File: config.mk
export PLATFORM = sky130hd
export DESIGN_NAME = store_buffer
export DESIGN_NICKNAME = d
export VERILOG_FILES = /design/src/hdl/rv32i_types.sv /design/src/hdl/store_buffer.sv
export VERILOG_INCLUDE_DIRS = /design/src /design/src/hdl
export SDC_FILE = /design/constraint.sdc
export NUM_CORES = 2
export LEC_CHECK = 0
export BUFFER_PORTS_ARGS = -buffer_cell sky130_fd_sc_hd__buf_2
export CORE_MARGIN = 2
export CORE_UTILIZATION = 25
export CTS_BUF_LIST = sky130_fd_sc_hd__clkbuf_8
export CTS_CLUSTER_SIZE = 14
export DETAILED_ROUTE_END_ITERATION = 8
export HOLD_SLACK_MARGIN = 0.02
export PLACE_DENSITY_LB_ADDON = 0.1
export SLEW_MARGIN = 20
export SYNTH_ARGS = -nofsm -noshare
export SYNTH_HDL_FRONTEND = slang
export SYNTH_SLANG_ARGS = --single-unit
File: constraint.sdc
create_clock -name clk -period 4.5 [get_ports clk]
set_clock_uncertainty 0.05 [all_clocks]
set_input_delay 0.9 -clock clk [delete_from_list [all_inputs] [get_ports clk]]
set_output_delay 0.9 -clock clk [all_outputs]
set_load 0.01 [all_outputs]
File: src/hdl/lsu_defs.svh
`ifndef LSU_DEFS_SVH
`define LSU_DEFS_SVH

// store queue entries
`define SB_DEPTH 8

// data memory size in 32-bit words
`define DMEM_WORDS 256

// cycles from request cycle to resp
`define DMEM_LATENCY 2

`endif

File: src/hdl/rv32i_types.sv
package rv32i_types;

    // data word or byte address
    typedef logic [31:0] word_t;

    // byte enables, zero means no request
    typedef logic [3:0] mask_t;

    // load/store width code
    typedef logic [2:0] funct3_t;

    // request from the core pipeline
    typedef struct packed {
        logic    valid;
        logic    is_store;
        funct3_t funct3;
        word_t   addr;
        word_t   wdata;
    } lsu_req_t;

    // one store queue slot, all zero when free
    typedef struct packed {
        word_t addr;
        word_t data;
        mask_t mask;
        logic  sent_to_cache;
    } sb_info;

    typedef enum logic {
        DMEM_IDLE,
        DMEM_BUSY
    } dmem_state_t;

endpackage : rv32i_types

File: src/hdl/store_buffer.sv
`include "lsu_defs.svh"

module store_buffer
import rv32i_types::*;
(
    input   logic   clk,
    input   logic   rst,

    // aligned requests from the core side
    input   word_t  store_data,
    input   word_t  store_addr,
    input   word_t  load_addr,
    input   mask_t  store_mask,
    input   mask_t  load_mask,

    // memory response
    input   logic   ufp_resp,
    input   word_t  ufp_rdata,

    output  logic   full,
    output  word_t  load_data,
    output  logic   load_resp,
    output  logic   store_resp,

    // memory request
    output  word_t  sb_ufp_addr,
    output  word_t  sb_ufp_wdata,
    output  mask_t  sb_ufp_rmask,
    output  mask_t  sb_ufp_wmask
);

    localparam int IDX_W = $clog2(`SB_DEPTH);

    sb_info             buf_q [`SB_DEPTH];
    sb_info             buf_d [`SB_DEPTH];
    word_t              load_addr_q, load_addr_d;
    mask_t              load_mask_q, load_mask_d;
    logic               load_new_q;
    logic               read_out_q, read_out_d;
    logic               hit;
    logic   [IDX_W-1:0] hit_idx;
    logic               slot_found;
    logic   [IDX_W-1:0] slot_idx;
    logic               q_empty;
    logic               dequeue;

    always_ff @(posedge clk) begin
        if (rst) begin
            for (int i = 0; i < `SB_DEPTH; i++) begin
                buf_q[i] <= '0;
            end
            load_addr_q <= '0;
            load_mask_q <= '0;
            load_new_q  <= 1'b0;
            read_out_q  <= 1'b0;
            store_resp  <= 1'b0;
        end else begin
            buf_q       <= buf_d;
            load_addr_q <= load_addr_d;
            load_mask_q <= load_mask_d;
            load_new_q  <= (load_mask != '0);
            read_out_q  <= read_out_d;
            store_resp  <= (store_mask != '0);
        end
    end

    always_comb begin
        buf_d        = buf_q;
        load_addr_d  = load_addr_q;
        load_mask_d  = load_mask_q;
        read_out_d   = read_out_q;
        load_data    = '0;
        load_resp    = 1'b0;
        sb_ufp_addr  = '0;
        sb_ufp_wdata = '0;
        sb_ufp_rmask = '0;
        sb_ufp_wmask = '0;
        hit          = 1'b0;
        hit_idx      = '0;
        slot_found   = 1'b0;
        slot_idx     = '0;

        q_empty = (buf_q[0] == '0);
        dequeue = buf_q[0].sent_to_cache && ufp_resp;
        full    = (buf_q[`SB_DEPTH-1] != '0) && !dequeue;

        // only a freshly registered load may forward; later hits
        // would come from stores younger than the load
        if (load_new_q) begin
            for (int i = 0; i < `SB_DEPTH; i++) begin
                if (buf_q[i].addr == load_addr_q && buf_q[i].mask == load_mask_q) begin
                    hit     = 1'b1;
                    hit_idx = IDX_W'(i);
                end
            end
        end

        if (hit) begin
            load_data   = buf_q[hit_idx].data;
            load_resp   = 1'b1;
            load_addr_d = '0;
            load_mask_d = '0;
        end

        if (read_out_q && ufp_resp) begin
            load_data  = ufp_rdata;
            load_resp  = 1'b1;
            read_out_d = 1'b0;
        end

        if (dequeue) begin
            for (int i = 0; i < `SB_DEPTH - 1; i++) begin
                buf_d[i] = buf_q[i+1];
            end
            buf_d[`SB_DEPTH-1] = '0;
        end else if (!q_empty && !buf_q[0].sent_to_cache && !read_out_q) begin
            // head goes out once
            sb_ufp_addr            = buf_q[0].addr;
            sb_ufp_wdata           = buf_q[0].data;
            sb_ufp_wmask           = buf_q[0].mask;
            buf_d[0].sent_to_cache = 1'b1;
        end else if (q_empty && load_mask_q != '0 && !hit && !read_out_q) begin
            sb_ufp_addr  = load_addr_q;
            sb_ufp_rmask = load_mask_q;
            read_out_d   = 1'b1;
            load_addr_d  = '0;
            load_mask_d  = '0;
        end

        if (load_mask != '0) begin
            load_addr_d = load_addr;
            load_mask_d = load_mask;
        end

        // append at the first free slot after any shift
        for (int i = 0; i < `SB_DEPTH; i++) begin
            if (!slot_found && buf_d[i] == '0) begin
                slot_found = 1'b1;
                slot_idx   = IDX_W'(i);
            end
        end

        if (store_mask != '0 && slot_found) begin
            buf_d[slot_idx] = '{addr: store_addr, data: store_data,
                                mask: store_mask, sent_to_cache: 1'b0};
        end
    end

endmodule : store_buffer

==> results.cfg <==
[worst_setup_path]
worstPathArrival_ns = 4.27
cp-startpoint = load_addr_q[2]
reg2reg_from = buf_q[135]
crit_path_end_kind = primary output
cpMostUsedCell = buf_12
crit_type = flop to primary output
path_max_fanout = 10
critPathRequiredTime_ns = 3.55
cp-start-kind = flop
slowest_stage = nor4_4
max_stage_delay_ns = 0.37
path_cells = buf_12 -> xor2_2 -> nor4_4 -> nand4_1 -> nor4_4 -> buf_6 -> nor2b_4 -> a311oi_4 -> buf_12 -> buf_12 -> mux2_2 -> a22o_1 -> a211o_1 -> buf_2
reg2reg_depth = 14

[floorplan]
start_util = 0.253
core_area_um2 = 118000
io_pins = 246
dieArea_um2 = 123000
rows = 126
chipHeight_um = 350
die_w_um = 350

[timing]
setup_violations = 68
max-slew-margin-rel = 0.112
fin_hold_ws_ns = 0.265
slew_violations = 0
post-route-period-util = 1.16
fmax_ghz = 0.191
final-hold-violation-count = 0
finalCriticalPeriod_ns = 5.22
rsz0062_at_grt = yes
worst_slack_ns = -0.723
tightestPinTransition_ns = 1.33

[drt]
drc_errors = 0
wl_um = 170000
wire_per_inst_um = 31.0
drt_first_pass_iters = 6
first_iter_violations = 3363
drtAntennaViolNets = 0
viasPerCell = 5.51
via_count = 30250

[clocking]
root_buffer = clkbuf_8
cts_sinks = 591
h-tree-depth = 3
cts_made_buffers = 113
cts_hold_buf = 0
insertion_delay_ns = 0.80
clock_path_buffers = 3
clk_pin_slew_ns = 0.06
cts_tree = done

[placed_design]
place_congestion = 0.961
pre_cts_ws_ns = -0.559
place_area_um2 = 35800
place.port_buffers = 245
hpwl_um = 123000
place_inst = 5250

[pwr]
leakagePower_nw = 15.5
ir_drop_mv = 1.22
powerDensity_nw_per_um2 = 740

[layout]
final_cells = 5490
seqCellArea_um2 = 11900
syn2layout_area_growth_pct = 33.5
final_area_um2 = 40000
drive_gt1_frac = 0.288
fin_nets = 3944
post-route-util = 0.338
nFillCells = 12342
multi_input_area_um2 = 18200

[flow_run]
cap_violations = 0

[logic_synthesis]
synth_flop_cell = dfxtp_1
ys_types = 54
ys_async_sr_fraction = 0
synthesis.area_um2 = 29900
ys_warn_count = 0
synth_cells = 3296
syn_area_per_cell_um2 = 9.08
synth_edf_count = 0
seq_area_frac_synth = 0.395
synth_seq_cells = 591
syn_nets = 3435

[global_route]
grt_pass1_vias = 28945
antenna_found_initial = 12
grt_pass1_wl_um = 236000
grt-ovfl-total = 0
track_usage = 0.269
grt_max_degree = 179

[hold_path]
hold_path_depth = 2
worstHoldStart = load_addr[19]
hold_class = input port to flop

[outcome]
violations = negative setup slack
status = finished with violations
[path summary, 6_finish.rpt]
path,to,slack (ns)
max,load_data[23],-0.72
max reg2reg,buf_q[117],0.18
min,load_addr_q[19],0.26
min reg2reg,buf_q[414],0.42
[critical path: cells and delay by family, from the launching register on]
family          cells  cell delay (ns)
simple gates        4             0.86
buf+inv             5             0.86
compound gates      3             0.82
flops               1             0.32
mux                 1             0.32
xor+xnor            1             0.24
[state kept, by name (all words and copies together) (netlist names)]
signal	count
load_new_q	1
load_mask_q	4
buf_q	552
read_out_q	1
load_addr_q	32
store_resp	1
[cell usage after synthesis, drive strengths merged (20+ instances only)]
cell	number	area, um^2
dfxtp	591	11800
nand2	495	1860
mux2i	352	3520
o22ai	320	2000
clkbuf	218	818
nor4	185	1170
xor2	160	1400
a31oi	137	857
xnor2	128	1120
a22o	96	841
nor2	83	312
buf	79	483
nand4	71	444
a32o	64	641
mux2	64	721
and2	46	288
a211o	33	289
a211oi	32	240
a221oi	32	362
o22a	20	175
[power breakdown]
group          internal (mW)  switching (mW)
combinational           5.90            10.3
sequential              6.41            1.60
clock                   2.72            2.62
[cells by family after synthesis]
| kind of cell | count (synthesis) | synth area share |
|---|---|---|
| XOR/XNOR | 288 | 0.0842 |
| AND/OR/NAND/NOR | 927 | 0.145 |
| flip-flops | 591 | 0.395 |
| multiplexers | 416 | 0.142 |
| AO/OA/AOI/OAI | 769 | 0.189 |
| buffers and inverters | 305 | 0.0445 |
[final cells by class]
cell class,instances,area share
Clock inverter,61,0.00661
Timing Repair Buffer,691,0.141
Clock buffer,137,0.0472
Tap cell,1600,0.0501
Multi-Input combinational cell,2400,0.456
Sequential cell,591,0.299
Inverter,8,0.000751
Antenna cell,2,0.000125
[timing repair]
action                     CTS  global route
pin swaps                   46            58
setup endpoints to repair   69            69
buffers inserted            20            19
cloned                       5             4
resized for setup          158           148
[metrics by stage]
stage               setup TNS [ns]  power [mW]
detailed placement          -20.86        23.3
floorplan                        0        14.4
global placement            -39.23        23.4
CTS                         -38.21        29.0
finish                      -32.93        29.6
global route                -39.11        30.5
[per-layer routing]
layer,global-route usage,part of all wire,vias to the layer above,wire length (um)
li1,-,-,13417,-
met1,0.399,0.48,15424,81400
met2,0.404,0.43,1200,72800
met3,0.0355,0.062,203,10600
met4,0.0744,0.032,6,5500
met5,0,0.00024,-,41
[placed cells by master, fill, tap and decap left out, types with 71 or more instances in the layout]
cell        n
mux2i_1   351
nand4_1    71
o22ai_1   320
nor4_1    140
buf_2     236
buf_4     352
nor2_1     75
xor2_1    139
xnor2_1   101
clkbuf_8  137
nand2_1   492
dfxtp_1   544
a22o_1     94
a31oi_1   136
Power figures use the tool's default switching activity.
