===== src/hdl/lsu_defs.svh =====
`ifndef LSU_DEFS_SVH
`define LSU_DEFS_SVH

// store queue entries
`define SB_DEPTH 8

// data memory size in 32-bit words
`define DMEM_WORDS 256

// cycles from request cycle to resp
`define DMEM_LATENCY 2

`endif


===== src/hdl/rv32i_types.sv =====
package rv32i_types;

    // data word or byte address
    typedef logic [31:0] word_t;

    // byte enables, zero means no request
    typedef logic [3:0] mask_t;

    // load/store width code
    typedef logic [2:0] funct3_t;

    // request from the core pipeline
    typedef struct packed {
        logic    valid;
        logic    is_store;
        funct3_t funct3;
        word_t   addr;
        word_t   wdata;
    } lsu_req_t;

    // one store queue slot, all zero when free
    typedef struct packed {
        word_t addr;
        word_t data;
        mask_t mask;
        logic  sent_to_cache;
    } sb_info;

    typedef enum logic {
        DMEM_IDLE,
        DMEM_BUSY
    } dmem_state_t;

endpackage : rv32i_types


===== src/hdl/lsu_align.sv =====
module lsu_align
import rv32i_types::*;
(
    input   lsu_req_t   req,
    input   word_t      load_data_raw,
    input   logic       load_resp_raw,
    input   logic       clk,
    input   logic       rst,
    output  word_t      store_addr,
    output  word_t      store_data,
    output  mask_t      store_mask,
    output  word_t      load_addr,
    output  mask_t      load_mask,
    output  word_t      load_data
);

    localparam funct3_t F3_B  = 3'b000;
    localparam funct3_t F3_H  = 3'b001;
    localparam funct3_t F3_BU = 3'b100;
    localparam funct3_t F3_HU = 3'b101;

    mask_t      req_mask;
    word_t      word_addr;
    word_t      lanes;
    logic [1:0] pend_offset;
    funct3_t    pend_funct3;
    logic       pend;

    assign word_addr = {req.addr[31:2], 2'b00};

    // byte enables from width and offset
    always_comb begin
        unique case (req.funct3)
            F3_B, F3_BU: req_mask = 4'b0001 << req.addr[1:0];
            F3_H, F3_HU: req_mask = 4'b0011 << req.addr[1:0];
            default:     req_mask = 4'b1111;
        endcase
    end

    assign store_addr = word_addr;
    assign store_mask = (req.valid && req.is_store) ? req_mask : '0;
    assign load_addr  = word_addr;
    assign load_mask  = (req.valid && !req.is_store) ? req_mask : '0;

    // replicate so every lane holds the value
    always_comb begin
        unique case (req.funct3)
            F3_B:    store_data = {4{req.wdata[7:0]}};
            F3_H:    store_data = {2{req.wdata[15:0]}};
            default: store_data = req.wdata;
        endcase
    end

    // remember how to format the outstanding load
    always_ff @(posedge clk) begin
        if (rst) begin
            pend <= 1'b0;
        end else if (load_mask != '0) begin
            pend <= 1'b1;
        end else if (load_resp_raw) begin
            pend <= 1'b0;
        end
        if (load_mask != '0) begin
            pend_offset <= req.addr[1:0];
            pend_funct3 <= req.funct3;
        end
    end

    assign lanes = load_data_raw >> {pend_offset, 3'b000};

    always_comb begin
        load_data = '0;
        if (load_resp_raw && pend) begin
            unique case (pend_funct3)
                F3_B:    load_data = {{24{lanes[7]}}, lanes[7:0]};
                F3_BU:   load_data = {24'b0, lanes[7:0]};
                F3_H:    load_data = {{16{lanes[15]}}, lanes[15:0]};
                F3_HU:   load_data = {16'b0, lanes[15:0]};
                default: load_data = load_data_raw;
            endcase
        end
    end

endmodule : lsu_align


===== config.mk =====
export PLATFORM = sky130hd
export DESIGN_NAME = lsu_align
export DESIGN_NICKNAME = d
export VERILOG_FILES = /design/src/hdl/lsu_defs.svh /design/src/hdl/rv32i_types.sv /design/src/hdl/lsu_align.sv
export SDC_FILE = /design/constraint.sdc
export NUM_CORES = 1
export LEC_CHECK = 0
export BUFFER_PORTS_ARGS = -buffer_cell sky130_fd_sc_hd__clkbuf_2
export CAP_MARGIN = 20
export CORE_AREA = 2 2 94 96
export DETAILED_ROUTE_END_ITERATION = 7
export DIE_AREA = 0 0 96 98
export GPL_TIMING_DRIVEN = 1
export HOLD_SLACK_MARGIN = 0.05
export PLACE_DENSITY_LB_ADDON = 0.3
export SETUP_SLACK_MARGIN = 0.15
export SYNTH_ARGS = -nofsm -noshare
export SYNTH_HDL_FRONTEND = slang
export SYNTH_SLANG_ARGS = --single-unit

===== constraint.sdc =====
create_clock -name clk -period 4.2 [get_ports clk]
set_input_delay 0.84 -clock clk [delete_from_list [all_inputs] [get_ports clk]]
set_output_delay 0.84 -clock clk [all_outputs]
set_load 0.05 [all_outputs]

==> results of run 1 <==
-- critical path, stage by stage (launching register included) --
cell and delay, ns:
edfxtp_1 0.74, nand4bb_1 0.32, buf_4 0.20, or3b_1 0.52, o31ai_1 0.16, clkbuf_2 0.34
-- power by group --
group,switching (mW),internal [mW]
sequential,0.0115,0.0693
combinational,0.217,0.0975
clock,0.0241,0.0652
-- per-layer routing --
layer | up-vias | routed length [um] | track usage
li1 | 981 | - | -
met1 | 922 | 2590 | 0.148
met2 | 122 | 3290 | 0.238
met3 | 20 | 534 | 0.0255
met4 | 0 | 121 | 0.0374
met5 | - | 0 | 0
-- registers in the layout, indices dropped and copies added (netlist names) --
signal and flops:
pend_offset 2, pend 1, pend_funct3 3
-- stage by stage --
| stage | hold WS (ns) | utilization | area, um2 | cells | total power [mW] |
|---|---|---|---|---|---|
| after floorplan | 0.473 | - | 2000 | 263 | 0.471 |
| after global placement | 0.503 | 0.264 | 2240 | 428 | 0.398 |
| after detailed placement | 0.508 | 0.264 | 2240 | 428 | 0.399 |
| after CTS | 0.514 | 0.270 | 2280 | 432 | 0.492 |
| after global routing | 0.538 | 0.270 | 2280 | 432 | 0.516 |
| final | 0.505 | 0.270 | 2280 | 432 | 0.485 |
-- cell usage in the layout, fill, tap and decap left out, types with 2 or more instances in the layout --
master    count
o22a_1        7
o221a_2       7
nand2_1      18
clkbuf_8      3
a21oi_1      20
inv_1         4
mux2i_1       9
nand2b_1      3
a221oi_1      7
nor2_1       20
edfxtp_1      5
o31ai_1       8
mux2_2       25
clkbuf_2    145
nor2b_1       3
conb_1        4
o21ai_0      14
buf_4         2
and3b_1       2
o21ai_1       2
-- cell type report --
cell class	instances	area [um2]	share of cell area
inverters	4	15.0	0.00658
clock buffers	4	45.0	0.0197
repair buffers	147	741	0.325
flip-flops and latches	6	170	0.0746
well taps	108	135	0.0592
multi-input cells	163	1180	0.515
-- worst paths after layout --
kind	from	to	slack [ns]	cells past startpoint
min	pend	pend	0.51	2
max reg2reg	pend	pend	3.58	2
min reg2reg	pend	pend	0.51	2
max	pend_funct3[1]	load_data[15]	0.85	5
-- logic make-up after synthesis --
logic type	Yosys count	synth area share
AO/OA/AOI/OAI	67	0.239
other	1	0.00188
flip-flops	6	0.0854
buffers and inverters	94	0.331
AND/OR/NAND/NOR	55	0.133
multiplexers	36	0.205
XOR/XNOR	1	0.00440
==> results.cfg, run 1 <==
[final_layout]
drive_gt1_frac = 0.580
fillers = 981
antennaDiodeCount = 0
final_nets = 429
area_delta_synth_final_pct = 14.6

[clocking]
cts_resized = 0
clockBufferDepth = 2
cts_setup_buffers = 0
cts_tree = done
hold_buffers = 0
cts.sink_count = 6
clockRootBuffer = clkbuf_8
cts.reportedPaths.clkPinSlew_ns = 0.04
htreeDepth = 1
clk_latency_ns = 0.22
cts-buffers-inserted = 3

[global_routing]
grt_use_total = 0.130
grt_pass1_wl_um = 9750
overflow = 0
grt_max_degree = 29
grt_pass1_vias = 1919
antenna_found_initial = 0

[synth]
synth_top_area_share = 0.271
synth-seq-cells = 6
yosysWarnings = 0
ys.flop_type = edfxtp_1
yosys-top-cells-count = 72 x buf_4, 25 x mux2_2, 21 x nor2_1, 20 x a21oi_1, 18 x nand2_1
syn_area_per_cell_um2 = 7.66
ys_types = 36
synth_edf_count = 5
syn_inst = 260
ys_async_sr_fraction = 0
yosysTopAreaCell = buf_4
yosysMostFrequentCell = buf_4
ys_seq_area_frac = 0.0854
syn_area_um2 = 1990
netlist_top_cells_area = buf_4 27%, mux2_2 14%, edfxtp_1 7.5%

[drt]
drtAntennaViolNets = 0
via_per_inst = 4.73
routed_wirelength_um = 6540
drt_iter0_drc = 48
dr_total_vias = 2045
first_pass_iters = 4
drc = 0
wl_per_cell_um = 15.1

[worst_hold_path]
hp-class = flop to flop

[floorplanning]
dieArea_um2 = 9410
fp-row-count = 34
die_y_um = 98
start_util = 0.235
core-area_um2 = 8470
io_pins = 240
fp.dieW_um = 96

[sta]
drv_slew = 0
max_freq_mhz = 298
hold_viol_final = 0
finalCritPeriodShare = 0.798
relSlewSlack = 0.392
finalSetupViolCount = 0
tns_ns = 0
grt_setup_unrepaired = no
layout_min_cycle_time_ns = 3.35
tightest_slew_ns = 0.912
postLayoutSetupSlackWorst_ns = 0.850
finalClockSkew_ns = 0

[worst_setup_path]
critical_path.max_fanout = 28
cp-start-kind = flop
critical_path_class = flop to output pin
cp-end-kind = output pin
cp.required_ns = 3.36
cp_data_arrival_time_ns = 2.51

[place]
gp_congestion = 0.734
port_buffers = 145
post-dp-hpwl_um = 5630
pre_cts_ws_ns = 0.965

[power_and_ir_drop]
p_leak_nw = 1.15
p_per_area_nw_per_um2 = 213
vdd_drop_max_mv = 0.103

[outcome]
status = finished clean

[flow_run]
maxCapViolCount = 0
Power figures use the tool's default switching activity.
==> run 2: changes to the inputs <==
- clock period: 4.2 -> 2.75 ns (I/O delays scaled with it)
==> run 2 against run 1 <==
Effect of this change: combinational power grew 68%; register-to-register slack lost 1.5 ns; power grew 60%; routed wire length rose by 3.4%; first-iteration DRC count shrank 13%; critical path depth decreased by 1; setup slack worse by 0.62 ns; clock-buffer cell count stayed put; hold slack got worse by 0.017 ns.
==> results.cfg, run 2 (synthesized netlist as in run 1, its figures left out) <==
[outcome]
status = finished clean

[drt]
dr_total_vias = 2094
drt_iter0_drc = 42
drtAntennaViolNets = 0
first_pass_iters = 5
wl_per_cell_um = 15.3
drc = 0
via_per_inst = 4.73
routed_wirelength_um = 6760

[global_routing]
overflow = 0
grt_pass1_wl_um = 10100
grt_use_total = 0.132
grt_max_degree = 28
grt_pass1_vias = 1990
antenna_found_initial = 0

[final_layout]
stdcell_count = 443
final_common_cell = clkbuf_2
drive_gt1_frac = 0.630
largest_reg_flops = 3
area_delta_synth_final_pct = 24.9
stdcell_area_um2 = 2490
finish.utilization = 0.294
largest-register = pend_funct3
reg.largest.list = pend_funct3 (3), pend_offset (2), pend (1)
antennaDiodeCount = 0
layout_common_cells = 141 x clkbuf_2, 25 x mux2_2, 20 x nor2_1, 20 x a21oi_1, 18 x nand2_1
final_nets = 440
fillers = 954

[floorplanning]
fp.dieW_um = 96
start_util = 0.235
core-area_um2 = 8470
io_pins = 240
dieArea_um2 = 9410
fp-row-count = 34
die_y_um = 98

[flow_run]
maxCapViolCount = 0

[clocking]
cts-buffers-inserted = 3
cts.sink_count = 6
cts.reportedPaths.clkPinSlew_ns = 0.04
clk_latency_ns = 0.21
clockRootBuffer = clkbuf_8
clockBufferDepth = 2
cts_tree = done
htreeDepth = 1

[worst_setup_path]
crit_buf_inv = 1
path_cells = mux4_2 > or3b_4 > o31ai_2 > clkbuf_2
worst_path_max_delay_cell = edfxtp_1
critical-path-top-delay-family = flip-flops
cp_data_arrival_time_ns = 1.97
cp.required_ns = 2.20
critical_path.max_fanout = 9
critical_path_class = flop to output pin
critPathMaxStageDelay_ns = 0.57
cp-start-kind = flop
cp-end-kind = output pin

[place]
place_inst = 433
post-dp-hpwl_um = 5750
pre_cts_ws_ns = 0.150
placed_cell_area_um2 = 2370
port_buffers = 145
gp_congestion = 0.841

[worst_hold_path]
hp-class = input pin to flop

[power_and_ir_drop]
p_leak_nw = 1.23
vdd_drop_max_mv = 0.223
p_per_area_nw_per_um2 = 312

[sta]
tightest_slew_ns = 0.505
layout_min_cycle_time_ns = 2.52
hold_viol_final = 0
relSlewSlack = 0.663
postLayoutSetupSlackWorst_ns = 0.230
grt_setup_unrepaired = no
max_freq_mhz = 397
finalCritPeriodShare = 0.916
finalClockSkew_ns = 0
tns_ns = 0
finalSetupViolCount = 0
drv_slew = 0
run 2: timing repair:
action | in CTS | in global routing
gates resized for setup | 2 | 2
hold buffers | 0 | 0
setup endpoints to repair | 22 | 24
setup buffers | 1 | 5
run 2: per-stage QoR:
stage	hold slack, ns	power (mW)
final	0.489	0.776
after global routing	0.491	0.821
after CTS	0.487	0.776
after detailed placement	0.527	0.628
after global placement	0.524	0.628
after floorplan	0.473	0.724
run 2: where the power goes:
group	switching, mW	internal [mW]
combinational	0.354	0.174
sequential	0.00710	0.106
clock	0.0355	0.0995
total	0.397	0.379
run 2: path summary, 6_finish.rpt:
kind,from,to,cells past startpoint,slack [ns]
hold reg to reg,pend,pend,2,0.53
setup / recovery,pend_offset[0],load_data[8],4,0.23
setup reg to reg,pend,pend,2,2.09
hold / removal,rst,pend,2,0.49
run 2: cell type report:
| class | instances | area, um2 | share of cell area |
|---|---|---|---|
| Multi-Input combinational cell | 163 | 1220 | 0.491 |
| Inverter | 4 | 18.8 | 0.00755 |
| Sequential cell | 6 | 170 | 0.0684 |
| Tap cell | 108 | 135 | 0.0543 |
| Timing Repair Buffer | 158 | 896 | 0.360 |
| Clock buffer | 4 | 45.0 | 0.0181 |
run 2: routing by layer:
layer / part of all wire / vias up / global-route usage
met4: 0.017 / 0 / 0.0341
met5: 0 / - / 0
met2: 0.51 / 112 / 0.242
met1: 0.39 / 952 / 0.152
met3: 0.083 / 26 / 0.0278
li1: - / 1004 / -
